===== config.mk =====
export PLATFORM = sky130hd
export DESIGN_NAME = draw_background
export DESIGN_NICKNAME = d
export VERILOG_FILES = /design/src/bg_pkg.sv /design/src/screen_frame_painter.sv /design/src/menu_title_painter.sv /design/src/arena_border_painter.sv /design/src/pixel_mixer.sv /design/src/draw_background.sv
export VERILOG_INCLUDE_DIRS = /design/src
export SDC_FILE = /design/constraint.sdc
export NUM_CORES = 1
export LEC_CHECK = 0
export BUFFER_PORTS_ARGS = -buffer_cell sky130_fd_sc_hd__buf_2
export CAP_MARGIN = 15
export CORE_MARGIN = 4
export CORE_UTILIZATION = 54
export DETAILED_ROUTE_END_ITERATION = 7
export PLACE_DENSITY = 0.82
export SETUP_SLACK_MARGIN = 0.02
export SYNTH_ARGS = -nofsm -noshare
export SYNTH_HDL_FRONTEND = slang
export SYNTH_HIERARCHICAL = 1
export SYNTH_SLANG_ARGS = --single-unit
export TNS_END_PERCENT = 20

===== constraint.sdc =====
create_clock -name clk -period 2.8 [get_ports clk]
set_input_delay 0.14 -clock clk [delete_from_list [all_inputs] [get_ports clk]]
set_output_delay 0.14 -clock clk [all_outputs]
set_load 0.02 [all_outputs]

===== src/bg_settings.svh =====
`ifndef BG_SETTINGS_SVH
`define BG_SETTINGS_SVH

// Last visible column and line of the 1024x768 screen
`define BG_H_LAST 12'd1023
`define BG_V_LAST 12'd767

// Play arena, inner edges in pixels
`define BG_ARENA_TOP    317
`define BG_ARENA_BOTTOM 617
`define BG_ARENA_LEFT   361
`define BG_ARENA_RIGHT  661

// Frame thickness around the arena
`define BG_ARENA_BORDER 10

// 12-bit colours, 4 bits per channel as r_g_b
`define BG_RGB_BLACK  12'h0_0_0
`define BG_RGB_WHITE  12'hf_f_f
`define BG_RGB_YELLOW 12'hf_f_0
`define BG_RGB_RED    12'hf_0_0
`define BG_RGB_GREEN  12'h0_f_0
`define BG_RGB_BLUE   12'h0_0_f

`endif


===== src/bg_pkg.sv =====
package bg_pkg;

    // Pixel counter, wide enough for the full frame including blanking
    typedef logic [11:0] coord_t;

    // Colour word
    typedef struct packed {
        logic [3:0] r;
        logic [3:0] g;
        logic [3:0] b;
    } rgb_t;

    // One pixel of video timing, 28 bits
    typedef struct packed {
        coord_t vcount;
        logic   vsync;
        logic   vblnk;
        coord_t hcount;
        logic   hsync;
        logic   hblnk;
    } vga_timing_t;

    // Screen selected by the game controller
    // Codes 2 to 7 may arrive but are not drawn here
    typedef enum logic [2:0] {
        MODE_MENU = 3'd0,
        MODE_GAME = 3'd1
    } bg_mode_t;

endpackage


===== src/screen_frame_painter.sv =====
`timescale 1ns/1ps
`include "bg_settings.svh"

module screen_frame_painter
    import bg_pkg::*;
(
    input  vga_timing_t timing_in,
    output logic        edge_hit,
    output rgb_t        edge_rgb
);

    coord_t hcount;
    coord_t vcount;

    assign hcount = timing_in.hcount;
    assign vcount = timing_in.vcount;

    // Lines take priority over columns, so corners follow the line colour
    always_comb begin
        edge_hit = 1'b1;
        if (vcount == 12'd0) begin
            edge_rgb = `BG_RGB_YELLOW;
        end else if (vcount == `BG_V_LAST) begin
            edge_rgb = `BG_RGB_RED;
        end else if (hcount == 12'd0) begin
            edge_rgb = `BG_RGB_GREEN;
        end else if (hcount == `BG_H_LAST) begin
            edge_rgb = `BG_RGB_BLUE;
        end else begin
            // Not on any edge
            edge_hit = 1'b0;
            edge_rgb = `BG_RGB_BLACK;
        end
    end

endmodule


===== src/menu_title_painter.sv =====
`timescale 1ns/1ps
`include "bg_settings.svh"

module menu_title_painter
    import bg_pkg::*;
(
    input  vga_timing_t timing_in,
    output logic        title_hit
);

    // Rectangle with an excluded low bound and an included high bound
    typedef struct packed {
        coord_t x_lo;
        coord_t x_hi;
        coord_t y_lo;
        coord_t y_hi;
    } rect_t;

    localparam int NUM_RECTS = 14;

    // Strokes of the word MENU, in screen pixels
    localparam rect_t RECTS [NUM_RECTS] = '{
        // M
        '{x_lo: 12'd170, x_hi: 12'd210, y_lo: 12'd90,  y_hi: 12'd250},
        '{x_lo: 12'd170, x_hi: 12'd370, y_lo: 12'd50,  y_hi: 12'd90},
        '{x_lo: 12'd250, x_hi: 12'd290, y_lo: 12'd90,  y_hi: 12'd250},
        '{x_lo: 12'd330, x_hi: 12'd370, y_lo: 12'd90,  y_hi: 12'd250},
        // E
        '{x_lo: 12'd420, x_hi: 12'd460, y_lo: 12'd50,  y_hi: 12'd250},
        '{x_lo: 12'd460, x_hi: 12'd500, y_lo: 12'd50,  y_hi: 12'd90},
        '{x_lo: 12'd460, x_hi: 12'd500, y_lo: 12'd130, y_hi: 12'd170},
        '{x_lo: 12'd460, x_hi: 12'd500, y_lo: 12'd210, y_hi: 12'd250},
        // N
        '{x_lo: 12'd550, x_hi: 12'd590, y_lo: 12'd90,  y_hi: 12'd250},
        '{x_lo: 12'd550, x_hi: 12'd670, y_lo: 12'd50,  y_hi: 12'd90},
        '{x_lo: 12'd630, x_hi: 12'd670, y_lo: 12'd90,  y_hi: 12'd250},
        // U
        '{x_lo: 12'd720, x_hi: 12'd760, y_lo: 12'd50,  y_hi: 12'd210},
        '{x_lo: 12'd720, x_hi: 12'd840, y_lo: 12'd210, y_hi: 12'd250},
        '{x_lo: 12'd800, x_hi: 12'd840, y_lo: 12'd50,  y_hi: 12'd210}
    };

    coord_t hcount;
    coord_t vcount;

    assign hcount = timing_in.hcount;
    assign vcount = timing_in.vcount;

    // OR over every stroke
    always_comb begin
        title_hit = 1'b0;
        for (int i = 0; i < NUM_RECTS; i++) begin
            if (hcount > RECTS[i].x_lo && hcount <= RECTS[i].x_hi &&
                vcount > RECTS[i].y_lo && vcount <= RECTS[i].y_hi) begin
                title_hit = 1'b1;
            end
        end
    end

endmodule


===== src/arena_border_painter.sv =====
`timescale 1ns/1ps
`include "bg_settings.svh"

module arena_border_painter
    import bg_pkg::*;
(
    input  vga_timing_t timing_in,
    output logic        border_hit
);

    // Outer edges of the frame, low edge included, high edge excluded
    localparam coord_t OUTER_LEFT   = coord_t'(`BG_ARENA_LEFT - `BG_ARENA_BORDER);
    localparam coord_t OUTER_RIGHT  = coord_t'(`BG_ARENA_RIGHT + `BG_ARENA_BORDER);
    localparam coord_t OUTER_TOP    = coord_t'(`BG_ARENA_TOP - `BG_ARENA_BORDER);
    localparam coord_t OUTER_BOTTOM = coord_t'(`BG_ARENA_BOTTOM + `BG_ARENA_BORDER);

    localparam coord_t INNER_LEFT   = coord_t'(`BG_ARENA_LEFT);
    localparam coord_t INNER_RIGHT  = coord_t'(`BG_ARENA_RIGHT);
    localparam coord_t INNER_TOP    = coord_t'(`BG_ARENA_TOP);
    localparam coord_t INNER_BOTTOM = coord_t'(`BG_ARENA_BOTTOM);

    coord_t hcount;
    coord_t vcount;
    logic   left_strip;
    logic   right_strip;
    logic   top_strip;
    logic   bottom_strip;

    assign hcount = timing_in.hcount;
    assign vcount = timing_in.vcount;

    // Side strips run the full height including the corners
    assign left_strip = hcount >= OUTER_LEFT && hcount < INNER_LEFT &&
                        vcount >= OUTER_TOP && vcount < OUTER_BOTTOM;
    assign right_strip = hcount >= INNER_RIGHT && hcount < OUTER_RIGHT &&
                         vcount >= OUTER_TOP && vcount < OUTER_BOTTOM;

    // Top and bottom strips fill the gap between the sides
    assign top_strip = hcount >= INNER_LEFT && hcount < INNER_RIGHT &&
                       vcount >= OUTER_TOP && vcount < INNER_TOP;
    assign bottom_strip = hcount >= INNER_LEFT && hcount < INNER_RIGHT &&
                          vcount >= INNER_BOTTOM && vcount < OUTER_BOTTOM;

    assign border_hit = left_strip | right_strip | top_strip | bottom_strip;

endmodule


===== src/pixel_mixer.sv =====
`timescale 1ns/1ps
`include "bg_settings.svh"

module pixel_mixer
    import bg_pkg::*;
(
    input  logic        clk,
    input  logic        rst,
    input  vga_timing_t timing_in,
    input  bg_mode_t    control_state,
    input  logic        edge_hit,
    input  logic        title_hit,
    input  logic        border_hit,
    input  rgb_t        edge_rgb,
    output vga_timing_t timing_out,
    output rgb_t        rgb_out
);

    rgb_t rgb_nxt;
    logic blank;
    logic mode_hit;

    assign blank = timing_in.hblnk | timing_in.vblnk;

    // Menu draws the title, game draws the arena frame
    always_comb begin
        case (control_state)
            MODE_MENU: mode_hit = title_hit;
            MODE_GAME: mode_hit = border_hit;
            default:   mode_hit = 1'b0;
        endcase
    end

    always_comb begin
        case (control_state)
            MODE_MENU, MODE_GAME: begin
                if (blank) begin
                    rgb_nxt = `BG_RGB_BLACK;
                end else if (edge_hit) begin
                    rgb_nxt = edge_rgb;
                end else if (mode_hit) begin
                    rgb_nxt = `BG_RGB_WHITE;
                end else begin
                    rgb_nxt = `BG_RGB_BLACK;
                end
            end
            default: begin
                // Screens not drawn here keep the last colour
                rgb_nxt = rgb_out;
            end
        endcase
    end

    // Single pipeline stage, timing passes through untouched
    always_ff @(posedge clk) begin
        if (rst) begin
            timing_out <= '0;
            rgb_out    <= '0;
        end else begin
            timing_out <= timing_in;
            rgb_out    <= rgb_nxt;
        end
    end

endmodule


===== src/draw_background.sv =====
`timescale 1ns/1ps

module draw_background
    import bg_pkg::*;
(
    input  logic        clk,
    input  logic        rst,
    input  vga_timing_t timing_in,
    input  bg_mode_t    control_state,
    output vga_timing_t timing_out,
    output rgb_t        rgb_out
);

    logic edge_hit;
    rgb_t edge_rgb;
    logic title_hit;
    logic border_hit;

    // Painters look at the incoming pixel only
    screen_frame_painter frame0 (
        .timing_in (timing_in),
        .edge_hit  (edge_hit),
        .edge_rgb  (edge_rgb)
    );

    menu_title_painter title0 (
        .timing_in (timing_in),
        .title_hit (title_hit)
    );

    arena_border_painter border0 (
        .timing_in  (timing_in),
        .border_hit (border_hit)
    );

    // Colour selection and the output register
    pixel_mixer mixer0 (
        .clk           (clk),
        .rst           (rst),
        .timing_in     (timing_in),
        .control_state (control_state),
        .edge_hit      (edge_hit),
        .title_hit     (title_hit),
        .border_hit    (border_hit),
        .edge_rgb      (edge_rgb),
        .timing_out    (timing_out),
        .rgb_out       (rgb_out)
    );

endmodule


# Word-level counts from Yosys, hierarchy flattened
# Index checks and enable logic that the tools add are counted.
[word_totals] reg_bits=40 input_bits=33
[classes] magnitude_cmp=36 eq_ne=3 mux=26 n_bitwise=4 reduce_logical=55
[op_table] cell="$mux 12" count=6
[op_table] cell="$logic_and 1x1->1" count=51
[op_table] cell="$gt 12x10->1 const B" count=4
[op_table] cell="$gt 12x8->1 const B" count=4
[op_table] cell="$le 12x10->1 const B" count=4
[op_table] cell="$le 12x8->1 const B" count=4
[op_table] cell="$le 12x9->1 const B" count=4
[op_table] cell="$ge 12x9->1 const B" count=3
[op_table] cell="$gt 12x9->1 const B" count=3
[op_table] cell="$lt 12x10->1 const B" count=3
[op_table] cell="$eq 12x10->1 const B" count=2
[op_table] cell="$ge 12x10->1 const B" count=2
[op_table] cell="$logic_not 12->1" count=2
[op_table] cell="$lt 12x9->1 const B" count=2
[op_table] cell="$mux 1" count=18
[op_table] cell="$gt 12x6->1 const B" count=1
[op_table] cell="$gt 12x7->1 const B" count=1
[op_table] cell="$le 12x7->1 const B" count=1
[op_table] cell="$mux 4" count=1
[op_table] cell="$or 1x1->1" count=4
[op_table] cell="$eq 3x1->1 const B" count=1
[op_table] cell="$logic_not 3->1" count=1
[op_table] cell="$pmux 1 s2" count=1
[op_table] cell="$reduce_or 2->1" count=1

# Longest topological paths before layout
# Gate-level depths: netlist of the first run.
[logic_depth] ltp_word=22 ltp_mapped=12 depth_no_buf=9

# Cells and area by module
# The synthesis of the first run kept the hierarchy.
[modules_own_cells] module="pixel_mixer" instances=1 cells_per_inst=106 area_each_um2=1378.8 seq_area_each_um2=800.8
[modules_own_cells] module="menu_title_painter" instances=1 cells_per_inst=140 area_each_um2=864.6 seq_area_each_um2=0.0
[modules_own_cells] module="arena_border_painter" instances=1 cells_per_inst=38 area_each_um2=274.0 seq_area_each_um2=0.0
[modules_own_cells] module="screen_frame_painter" instances=1 cells_per_inst=34 area_each_um2=231.5 seq_area_each_um2=0.0

# Worst setup path after synthesis of the first run
# Ideal clock, no wire load.
[synth_path] path_type="input-to-reg" start="in timing_in[10] (netlist name)" end="reg, netlist name mixer0/rgb_out[10]" arrival_time_ps=2121 required_time_ps=2685 slack_ps=564 stages=11 n_path_buf=2 cell_sequence="buf_2 > or2_2 > a2111oi_0 > a211o_1 > o22ai_1 > o31ai_1 > o2111ai_1 > mux2_4 > buf_6 > a22oi_2 > o2bb2ai_2"
[synth_via] elab_chain_cells=22 word_cells_on_any_way=102 classes_between="order compare: 24; eq/ne: 1; mux: 22; bitwise: 3; reduce/logical: 52"
[synth_lines] item="start, declared" line_no="draw_background.sv:8" source="input vga_timing_t timing_in,"
[synth_lines] item="$gt 12x8->1 / $le 12x8->1 (equally long branches)" line_no="menu_title_painter.sv:53" source="if (hcount > RECTS[i].x_lo && hcount <= RECTS[i].x_hi &&"
[synth_lines] item="$logic_and 1x1->1 (2 in a row)" line_no="menu_title_painter.sv:53"
[synth_lines] item="$logic_and 1x1->1" line_no="menu_title_painter.sv:54" source="vcount > RECTS[i].y_lo && vcount <= RECTS[i].y_hi) begin"
[synth_lines] item="$mux 1 (13 in a row)" line_no="menu_title_painter.sv:53"
[synth_lines] item="$mux 1 *" line_no="menu_title_painter.sv:53"
[synth_lines] item="named net title_hit" line_no="draw_background.sv:16" source="logic title_hit;"
[synth_lines] item="$pmux 1 s2 *" line_no="pixel_mixer.sv:27" source="case (control_state)"
[synth_lines] item="$mux 12 *" line_no="pixel_mixer.sv:41" source="end else if (mode_hit) begin"
[synth_lines] item="$mux 12 *" line_no="pixel_mixer.sv:39" source="end else if (edge_hit) begin"
[synth_lines] item="$mux 12 *" line_no="pixel_mixer.sv:37" source="if (blank) begin"
# The timed path passes the listed nets; every way through them passes the cells marked *.
# A chain may end at the register's enable or synchronous reset.

# Worst setup path after layout of the first run
[layout_path] start="in timing_in[5] (netlist name)" end="reg, netlist name mixer0/rgb_out[7]"
[layout_via] elab_chain_cells=22 word_cells_on_any_way=105 classes_between="order compare: 24; eq/ne: 1; mux: 25; bitwise: 3; reduce/logical: 52"
[layout_lines] item="$gt 12x8->1 / $le 12x8->1 (equally long branches)" line_no="menu_title_painter.sv:53"
[layout_lines] item="$logic_and 1x1->1 (2 in a row)" line_no="menu_title_painter.sv:53"
[layout_lines] item="$logic_and 1x1->1" line_no="menu_title_painter.sv:54"
[layout_lines] item="$mux 1 (13 in a row)" line_no="menu_title_painter.sv:53"
[layout_lines] item="$mux 1 *" line_no="menu_title_painter.sv:53"
[layout_lines] item="named net title_hit" line_no="draw_background.sv:16"
[layout_lines] item="$pmux 1 s2 *" line_no="pixel_mixer.sv:27"
[layout_lines] item="$mux 12 *" line_no="pixel_mixer.sv:41"
[layout_lines] item="$mux 12 *" line_no="pixel_mixer.sv:39"
[layout_lines] item="$mux 12 *" line_no="pixel_mixer.sv:37"
# Marked as above.

==> results of run 1 <==
stage by stage:
stage / hold WS [ns] / cell area (um^2)
floorplan: 0.268 / 2750
global placement: 0.350 / 3030
detailed placement: 0.353 / 3030
CTS: 0.0511 / 3140
global route: 0.0680 / 3140
finish: 0.0511 / 3140
synthesized netlist by cell type, drive strengths merged, types with 3 or more instances:
library cell | count | area [um^2]
dfxtp | 40 | 801
nor2b | 32 | 200
buf | 24 | 170
nor2 | 17 | 66.3
nand2 | 15 | 56.3
o21ai | 14 | 70.1
a22oi | 12 | 140
o2bb2ai | 12 | 149
nor4 | 11 | 68.8
nand3 | 10 | 50.1
nor3 | 10 | 66.3
a21oi | 9 | 45.0
o31ai | 8 | 60.1
nand4 | 7 | 50.1
clkbuf | 6 | 26.3
a211o | 5 | 43.8
o2111ai | 5 | 43.8
a2111oi | 4 | 35.0
and3 | 4 | 25.0
inv | 4 | 15.0
nand2b | 4 | 25.0
or2 | 4 | 25.0
or3 | 4 | 26.3
a211oi | 3 | 22.5
a21o | 3 | 22.5
a31oi | 3 | 18.8
a32o | 3 | 30.0
and2 | 3 | 18.8
o211ai | 3 | 22.5
o21a | 3 | 22.5
o22ai | 3 | 25.0
or4 | 3 | 26.3
cells by family (layout without fill, tap and decap cells):
logic type,count (synthesis),in the layout,synth area share (%)
compound gates,106,106,32.6
simple gates,136,136,29.7
flops,40,40,29.1
buf+inv,34,89,7.69
mux,2,2,0.910
sequential cells by signal (all words and copies together), names as in the netlist:
name               count
mixer0/rgb_out        12
mixer0/timing_out     28
path summary, 6_finish.rpt:
check,to,slack (ns)
max,mixer0/rgb_out[7],0.59
min reg2reg,mixer0/rgb_out[9],0.47
max reg2reg,mixer0/rgb_out[1],2.22
min,mixer0/timing_out[1],0.05
worst max-delay path, cell delays in order:
cell and delay, ns:
buf_2 0.37, a211o_1 0.18, a41oi_1 0.12, o21ai_0 0.37
a211oi_1 0.13, o32ai_1 0.30, o2111ai_1 0.15, mux2_4 0.38
a22oi_1 0.17, o2bb2ai_1 0.08
per-layer routing:
metal / part of all wire (%) / routed length [um] / vias up / GRT usage (%)
met5: 0 / 0 / - / 0
met4: 2.6 / 187 / 0 / 9.45
met3: 7.9 / 569 / 20 / 4.76
met2: 45 / 3250 / 141 / 35.6
met1: 44 / 3190 / 1263 / 30.3
li1: - / - / 1334 / -
power breakdown:
group | internal (uW) | total (uW) | switching, uW
combinational | 91.5 | 271 | 179
clock | 264 | 452 | 187
sequential | 590 | 594 | 3.85
total | 946 | 1320 | 370
layout make-up:
type / count / area [um^2] / share of cell area [%]
Timing Repair Buffer: 77 / 398 / 12.7
Multi-Input combinational cell: 244 / 1740 / 55.3
Clock inverter: 2 / 35.0 / 1.12
Tap cell: 67 / 83.8 / 2.67
Clock buffer: 6 / 72.6 / 2.31
Sequential cell: 40 / 801 / 25.5
Inverter: 4 / 15.0 / 0.478
==> results.py, run 1 <==
metrics = {
    "sta": {
        "finalClockSkew_ns": 0,
        "setup_viol": 0,
        "period_share_pct": 79.0,
        "slew_headroom_pct": 50.0,
        "finalHoldViolations": 0,
        "rsz0062_at_grt": "no",
        "slew_viol_final": 0,
        "fin_crit_ns": 2.21,
        "final.setup.tns_ns": 0,
        "timing.fmax_mhz": 452,
        "fin_ws_ns": 0.588,
        "tightest_slew_ns": 0.742,
    },
    "floorplan": {
        "die_width_um": 79.3,
        "die-height_um": 79.3,
        "start_util_pct": 57.1,
        "ios": 73,
        "rows": 25,
        "core_um2": 4820,
        "die-area_um2": 6300,
    },
    "clock_tree": {
        "cts_buffers": 5,
        "cts.sinks": 40,
        "clk_latency_ns": 0.29,
        "clk_pin_slew_ns": 0.08,
        "cts_max_level": 2,
        "root_buffer": "clkbuf_8",
        "clk_path_buf_depth": 2,
        "cts_resized": 0,
        "postCtsHoldBufs": 0,
        "cts_tree": "yes",
        "cts_setup_buffers": 0,
    },
    "run_status": {
        "status": "complete, no violations",
    },
    "flow_run": {
        "maxCapViolations": 0,
    },
    "power_and_ir_drop": {
        "total_power_uw": 1320,
        "power_leakage_uw": 0.00123,
        "max-vdd-ir-drop_v": 0.000317,
        "p_per_area_nw_per_um2": 419,
    },
    "placed_design": {
        "globalplace.congestion": 0.957,
        "dp_hpwl_um": 4960,
        "dp.cells": 432,
        "dp_slack_ns": 0.332,
        "numPortBuffers": 72,
    },
    "final_layout": {
        "layout_common_cells": "72 x buf_2, 40 x dfxtp_1, 32 x nor2b_1",
        "fin_util_pct": 65.2,
        "layout_commonest_cell": "buf_2",
        "fillers": 435,
        "diodes": 0,
        "drive_gt1_share_pct": 30.0,
        "num-nets-final": 405,
        "stdcell_count": 440,
        "area.growth.synth_to_final_pct": 14.3,
    },
    "critical_path": {
        "worstPathArrival_ns": 2.38,
        "path_max_fanout": 25,
        "crit_path_start_kind": "primary input",
        "end_kind": "flip-flop",
        "crit_start": "timing_in[5]",
        "crit_type": "primary input to flip-flop",
        "worst_r2r_path_depth": 1,
        "required_ns": 2.97,
        "r2r_start": "mixer0/rgb_out[1]",
    },
    "synthesis": {
        "yosysSeqAreaShare_pct": 29.1,
        "async_flop_share_pct": 0,
        "synth_area_um2": 2750,
        "syn_inst": 318,
        "syn_avg_cell_area_um2": 8.64,
        "ys.flop_type": "dfxtp_1",
        "yosysUniqueCellTypes": 70,
        "yosys_warnings": 6,
        "synth_seq_cells": 40,
        "synth_edf_count": 0,
        "synth_nets": 351,
    },
    "drt": {
        "via_per_inst": 6.27,
        "wl_per_cell_um": 16.4,
        "ant_nets": 0,
        "drt-total-wl_um": 7200,
        "drt_iter0_markers": 252,
        "vias": 2758,
        "dr.pass1.iters": 6,
        "drc_errors": 0,
    },
    "global_route": {
        "grt_pass1_wl_um": 11600,
        "antenna_found_initial": 0,
        "track_usage_pct": 22.8,
        "grt_max_degree": 31,
        "grt_pass1_vias": 2441,
        "gr-total-overflow": 0,
    },
    "hold_path": {
        "min_path_type": "primary input to flip-flop",
        "min_from": "timing_in[1]",
        "hold_path_depth": 2,
    },
}
Power figures use the tool's default switching activity.
==> run 2, diff against run 1 <==
--- a/config.mk
+++ b/config.mk
@@ -6,10 +6,11 @@
 export SDC_FILE = /design/constraint.sdc
 export NUM_CORES = 1
 export LEC_CHECK = 0
+export ABC_AREA = 1
 export BUFFER_PORTS_ARGS = -buffer_cell sky130_fd_sc_hd__buf_2
 export CAP_MARGIN = 15
 export CORE_MARGIN = 4
-export CORE_UTILIZATION = 54
+export CORE_UTILIZATION = 56
 export DETAILED_ROUTE_END_ITERATION = 7
 export PLACE_DENSITY = 0.82
 export SETUP_SLACK_MARGIN = 0.02
==> constraint.sdc (replaced) <==
create_clock -name clk -period 2.1 [get_ports clk]
set_input_delay 0.105 -clock clk [delete_from_list [all_inputs] [get_ports clk]]
set_output_delay 0.105 -clock clk [all_outputs]
set_load 0.02 [all_outputs]
==> results.py, run 2 <==
metrics = {
    "final_layout": {
        "design_area_um2": 3880,
        "layout_commonest_cell": "nand2_1",
        "multi_input_area_um2": 1950,
        "fillers": 547,
        "top_regs": "mixer0/timing_out: 28 flops, mixer0/rgb_out: 12 flops",
        "area.growth.synth_to_final_pct": 19.8,
        "diodes": 0,
        "num-nets-final": 733,
        "drive_gt1_share_pct": 19.1,
        "max_flop_register": "mixer0/timing_out",
        "largest_reg_flops": 28,
        "ff_latch_area_um2": 801,
        "fin_util_pct": 69.7,
        "layout_common_cells": "195 x nand2_1, 142 x nor2_1, 92 x inv_1",
        "stdcell_count": 773,
    },
    "critical_path": {
        "worst_r2r_path_depth": 2,
        "r2r_start": "mixer0/rgb_out[11]",
        "worstPathArrival_ns": 2.09,
        "cp_slowest_cell": "nor2_1",
        "path_cells": "buf_2 -> inv_1 -> nand2_2 -> buf_12 -> nor2_1 -> nand3_1 -> nand3_1 -> nand3_1 -> nand2_1 -> inv_1 -> nand2_1 -> nand2_1 -> nand2_1 -> nand2_1 -> nand2_1 -> inv_1 -> nand2_1 -> nand3_1 -> nand2_2 -> nand2_1 -> a21oi_2",
        "critPathMostFrequentCell": "nand2_1",
        "cpPeakStageDelay_ns": 0.22,
        "required_ns": 2.32,
        "crit_path_start_kind": "primary input",
        "reg2reg_to": "mixer0/rgb_out[11]",
        "critPathBufInv": 5,
        "crit_type": "primary input to flip-flop",
        "reg2reg_setup_slack_ns": 1.45,
        "end_kind": "flip-flop",
        "critical_path.top_delay_family": "simple AND/OR/NAND/NOR gates",
        "path_max_fanout": 12,
    },
    "sta": {
        "period_share_pct": 89.0,
        "finalClockSkew_ns": 0,
        "rsz0062_at_grt": "no",
        "slew_viol_final": 0,
        "tightest_slew_ns": 0.716,
        "final.setup.tns_ns": 0,
        "timing.fmax_mhz": 535,
        "finalHoldViolations": 0,
        "fin_crit_ns": 1.87,
        "setup_viol": 0,
        "slew_headroom_pct": 52.3,
    },
    "floorplan": {
        "die-height_um": 84.1,
        "start_util_pct": 58.2,
        "ios": 73,
        "core_um2": 5570,
        "die_width_um": 84.1,
        "rows": 27,
        "die-area_um2": 7070,
    },
    "placed_design": {
        "globalplace.congestion": 1.04,
        "dp.cells": 764,
        "numPortBuffers": 72,
        "dp_hpwl_um": 7660,
        "place_area_um2": 3760,
    },
    "clock_tree": {
        "clk_pin_slew_ns": 0.08,
        "cts.sinks": 40,
        "cts_max_level": 2,
        "cts_tree": "yes",
        "clk_path_buf_depth": 2,
        "cts_buffers": 5,
        "root_buffer": "clkbuf_8",
        "postCtsHoldBufs": 0,
        "clk_latency_ns": 0.28,
    },
    "hold_path": {
        "min_path_type": "primary input to flip-flop",
        "hold_path_depth": 3,
        "worstHoldEndpoint": "mixer0/timing_out[15]",
        "min_from": "timing_in[15]",
    },
    "power_and_ir_drop": {
        "p_per_area_nw_per_um2": 487,
        "seqPwrFrac_pct": 42.0,
        "power_leakage_uw": 0.00221,
        "total_power_uw": 1890,
        "max-vdd-ir-drop_v": 0.000440,
        "power.switching_uw": 596,
        "netSwitchingFraction_pct": 31.5,
        "comb_power_share_pct": 24.8,
        "p_int_uw": 1300,
        "p_clk_share_pct": 33.2,
    },
    "global_route": {
        "antenna_found_initial": 0,
        "track_usage_pct": 26.5,
        "gr-total-overflow": 0,
        "grt_max_degree": 41,
        "grt_pass1_wl_um": 15700,
        "grt_pass1_vias": 3404,
    },
    "synthesis": {
        "ys_top_cells_by_count": "195 x nand2_1, 146 x nor2_1, 92 x inv_1",
        "synth_area_leaders": "dfxtp_1 25%, nand2_1 23%, nor2_1 17%, inv_1 11%, nand3_1 6.6%",
        "synth_edf_count": 0,
        "synth_nets": 648,
        "yosys_warnings": 6,
        "yosysUniqueCellTypes": 29,
        "yosysMostFrequentCell": "nand2_1",
        "synth_seq_cells": 40,
        "syn_avg_cell_area_um2": 5.27,
        "yosysSeqAreaShare_pct": 24.7,
        "yosys.area.top_type": "dfxtp_1",
        "syn_inst": 615,
        "synth_top_area_share_pct": 24.7,
        "async_flop_share_pct": 0,
        "ys.flop_type": "dfxtp_1",
        "synth_area_um2": 3240,
    },
    "drt": {
        "drt_iter0_markers": 260,
        "wl_per_cell_um": 12.4,
        "drc_errors": 0,
        "via_per_inst": 5.02,
        "drt-total-wl_um": 9550,
        "vias": 3881,
        "dr.pass1.iters": 5,
        "ant_nets": 0,
    },
    "run_status": {
        "status": "complete, no violations",
    },
    "flow_run": {
        "maxCapViolations": 0,
    },
}
-- run 2: changes by cell type after synthesis, moves of 6 or more --
cell,before,now
nor2_1,16,146
nand3_1,10,43
nor4_1,11,0
buf_2,10,2
a22oi_2,10,0
inv_1,4,92
nand2_1,15,195
o31ai_1,8,1
a21oi_1,9,23
nand2_2,0,7
nor2b_1,32,0
o21ai_0,14,8
o2bb2ai_2,7,0
-- run 2: layer usage --
metal / track usage (%) / share of wire [%] / vias up
li1: - / - / 2013
met1: 34.9 / 43 / 1675
met2: 44.7 / 48 / 172
met3: 3.65 / 6.9 / 21
met4: 8.19 / 2.1 / 0
met5: 0 / 0 / -
-- run 2: cell families (layout without fill, tap and decap cells) --
| group | Yosys count | in the layout | share of synthesized area (%) |
|---|---|---|---|
| DFF | 40 | 40 | 24.7 |
| buffers and inverters | 118 | 204 | 15.6 |
| and+or+nand+nor | 417 | 417 | 52.8 |
| AOI/OAI and AO/OA | 40 | 40 | 6.91 |
-- run 2: power groups by stage --
stage | clock network (uW) | logic (uW) | registers, uW
after detailed placement | 0 | 460 | 812
after global placement | 0 | 456 | 811
after CTS | 637 | 462 | 794
after floorplan | 0 | 224 | 851
after global routing | 669 | 522 | 796
final | 628 | 470 | 794
-- run 2: repair_timing --
| item | CTS | global route |
|---|---|---|
| resized for setup | 0 | 4 |
| setup endpoints to repair | 0 | 12 |
| buffers inserted | 0 | 1 |
-- run 2: worst max path at each step --
stage / slack (ns) / cells past startpoint / to / from
floorplan: 0.44 / 23 / mixer0/rgb_out[10] / timing_in[9]
global placement: -0.008 / 22 / mixer0/rgb_out[10] / timing_in[6]
detailed placement: -0.05 / 19 / mixer0/rgb_out[9] / timing_in[27]
CTS: 0.25 / 19 / mixer0/rgb_out[9] / timing_in[27]
global route: 0.02 / 21 / mixer0/rgb_out[11] / timing_in[12]
finish: 0.23 / 21 / mixer0/rgb_out[9] / timing_in[13]
-- run 2: layout make-up --
class | count | area share [%]
Tap cell | 72 | 2.32
Sequential cell | 40 | 20.6
Clock inverter | 3 | 1.10
Timing Repair Buffer | 98 | 14.6
Multi-Input combinational cell | 457 | 50.1
Inverter | 98 | 9.47
Clock buffer | 5 | 1.77
-- run 2: worst reg2reg max path: cells and delay by family (launching register included) --
kind / cells / cell delay [ns]
and+or+nand+nor: 1 / 0.06
DFF: 1 / 0.35
AOI/OAI and AO/OA: 1 / 0.17
-- run 2: through the flow --
stage | hold WS (ns) | setup WS (ns)
4_1_cts | 0.0246 | 0.248
2_1_floorplan | 0.212 | 0.439
3_3_place_gp | 0.307 | -0.00795
5_1_grt | 0.0353 | 0.0208
3_5_place_dp | 0.331 | -0.0487
6_report | 0.0280 | 0.231
==> run 3, diff against run 2 <==
--- a/config.mk
+++ b/config.mk
@@ -10,9 +10,9 @@
 export BUFFER_PORTS_ARGS = -buffer_cell sky130_fd_sc_hd__buf_2
 export CAP_MARGIN = 15
 export CORE_MARGIN = 4
-export CORE_UTILIZATION = 56
+export CORE_UTILIZATION = 50
 export DETAILED_ROUTE_END_ITERATION = 7
-export PLACE_DENSITY = 0.82
+export PLACE_DENSITY = 0.78
 export SETUP_SLACK_MARGIN = 0.02
 export SYNTH_ARGS = -nofsm -noshare
 export SYNTH_HDL_FRONTEND = slang
==> constraint.sdc (replaced) <==
create_clock -name clk -period 1.7 [get_ports clk]
set_input_delay 0.085 -clock clk [delete_from_list [all_inputs] [get_ports clk]]
set_output_delay 0.085 -clock clk [all_outputs]
set_load 0.02 [all_outputs]
==> results.py, run 3 (synthesis results as in run 2) <==
metrics = {
    "run_status": {
        "status": "complete, no violations",
    },
    "critical_path": {
        "critPathMostFrequentCell": "nand2_1",
        "path_max_fanout": 7,
        "crit_path_end": "mixer0/rgb_out[9]",
        "required_ns": 1.85,
        "reg2reg_to": "mixer0/rgb_out[6]",
        "crit_type": "primary input to flip-flop",
        "cpPeakStageDelay_ns": 0.16,
        "crit_path_start_kind": "primary input",
        "worst_r2r_path_depth": 2,
        "r2r_start": "mixer0/rgb_out[6]",
        "reg2reg_setup_slack_ns": 1.06,
        "path_cells": "buf_8 -> nor2_4 -> buf_12 -> nand2_1 -> nor2_1 -> nor2_1 -> nand2_1 -> nand2_1 -> nand2_1 -> nand2_1 -> inv_1 -> nand2_1 -> nand2_1 -> nand2_1 -> nand2_1 -> nand2_2 -> inv_2 -> nand2_2 -> nand3_4 -> nand2_4 -> nand2_1 -> a21oi_2",
        "cp_slowest_cell": "buf_12",
        "worstPathArrival_ns": 1.80,
        "critical_path.top_delay_family": "simple AND/OR/NAND/NOR gates",
        "end_kind": "flip-flop",
        "critPathBufInv": 4,
        "crit_cells": 22,
        "crit_start": "timing_in[12]",
    },
    "sta": {
        "slew_viol_final": 0,
        "final.setup.tns_ns": 0,
        "timing.fmax_mhz": 607,
        "finalClockSkew_ns": 0,
        "setup_viol": 0,
        "fin_ws_ns": 0.0518,
        "slew_headroom_pct": 52.2,
        "fin_crit_ns": 1.65,
        "rsz0062_at_grt": "yes",
        "finalHoldViolations": 0,
        "period_share_pct": 97.0,
        "tightest_slew_ns": 0.717,
    },
    "placed_design": {
        "dp.cells": 812,
        "globalplace.congestion": 1.01,
        "numPortBuffers": 72,
        "dp_slack_ns": -0.423,
        "place_area_um2": 4070,
        "dp_hpwl_um": 8190,
    },
    "power_and_ir_drop": {
        "max-vdd-ir-drop_v": 0.000665,
        "total_power_uw": 2540,
        "p_per_area_nw_per_um2": 530,
        "power_leakage_uw": 0.00255,
    },
    "drt": {
        "wl_per_cell_um": 13.7,
        "drt-total-wl_um": 11400,
        "via_per_inst": 5.20,
        "drc_errors": 0,
        "drt_iter0_markers": 248,
        "dr.pass1.iters": 5,
        "ant_nets": 0,
        "vias": 4312,
    },
    "clock_tree": {
        "root_buffer": "clkbuf_8",
        "cts.sinks": 40,
        "cts_buffers": 5,
        "clk_latency_ns": 0.29,
        "cts_tree": "yes",
        "clk_path_buf_depth": 2,
        "cts_max_level": 2,
        "clk_pin_slew_ns": 0.08,
    },
    "final_layout": {
        "max_flop_register": "mixer0/timing_out",
        "fillers": 507,
        "diodes": 0,
        "top_regs": "mixer0/timing_out: 28 flops, mixer0/rgb_out: 12 flops",
        "largest_reg_flops": 28,
        "stdcell_count": 829,
        "area.growth.synth_to_final_pct": 47.6,
        "design_area_um2": 4790,
        "drive_gt1_share_pct": 36.2,
        "multi_input_area_um2": 2350,
        "num-nets-final": 784,
        "layout_commonest_cell": "nand2_1",
        "ff_latch_area_um2": 801,
        "layout_common_cells": "162 x nand2_1, 120 x nor2_1, 80 x inv_1",
    },
    "flow_run": {
        "maxCapViolations": 0,
    },
    "global_route": {
        "track_usage_pct": 26.8,
        "grt_max_degree": 41,
        "grt_pass1_wl_um": 16700,
        "antenna_found_initial": 0,
        "gr-total-overflow": 0,
        "grt_pass1_vias": 3802,
    },
    "hold_path": {
        "min_from": "timing_in[14]",
        "min_path_type": "primary input to flip-flop",
    },
    "floorplan": {
        "rows": 29,
        "core_um2": 6310,
        "ios": 73,
        "die-area_um2": 7840,
        "die-height_um": 88.5,
        "start_util_pct": 51.4,
        "die_width_um": 88.5,
    },
}
-- run 3: worst reg2reg max path: cells and delay by family (launching register included) --
kind | cells | cell delay, ns
flip-flops | 1 | 0.34
AND/OR/NAND/NOR | 1 | 0.07
AO/OA/AOI/OAI | 1 | 0.15
-- run 3: cell type report --
| class | count | area share, % |
|---|---|---|
| clock buffer | 5 | 1.44 |
| sequential | 40 | 16.7 |
| tap | 77 | 2.01 |
| timing repair buffer | 148 | 21.7 |
| multi-input combinational | 458 | 49.1 |
| clock inverter | 3 | 0.888 |
| inverter | 98 | 8.13 |
-- run 3: power by group --
group          total [uW]  leakage (uW)  internal, uW  switching (uW)
registers             980      0.000330           972            8.23
clock network         769     0.0000541           434             335
logic                 789       0.00217           303             486
total                2540       0.00255          1710             829
-- run 3: stage by stage --
| stage | util, % | hold WS, ns |
|---|---|---|
| CTS | 67.3 | 0.00990 |
| global placement | 64.5 | 0.287 |
| global route | 75.8 | 0.00872 |
| floorplan | - | 0.192 |
| detailed placement | 64.5 | 0.301 |
| finish | 75.8 | 0.0111 |
-- run 3: how the worst min path moves through the flow --
stage,depth (start not counted),endpoint
final,3,mixer0/timing_out[14]
after global routing,3,mixer0/timing_out[14]
after CTS,3,mixer0/timing_out[14]
after global placement,3,mixer0/timing_out[15]
after floorplan,2,mixer0/timing_out[0]
after detailed placement,3,mixer0/timing_out[1]
-- run 3: timing repair --
item / CTS / global route
hold endpoints to repair: 2 / 0
gates cloned: 1 / 0
gates resized for setup: 15 / 151
pin swaps: 1 / 36
hold buffers: 2 / 0
setup endpoints to repair: 12 / 12
buffers inserted: 0 / 6
-- run 3: routing by layer --
metal / part of all wire [%] / wire (um) / global-route usage (%) / up-vias
met5: 0 / 0 / 0 / -
met4: 3.6 / 410 / 9.48 / 0
met3: 7.8 / 887 / 3.72 / 47
met2: 49 / 5610 / 48.1 / 222
met1: 39 / 4470 / 32.5 / 1913
li1: - / - / - / 2130
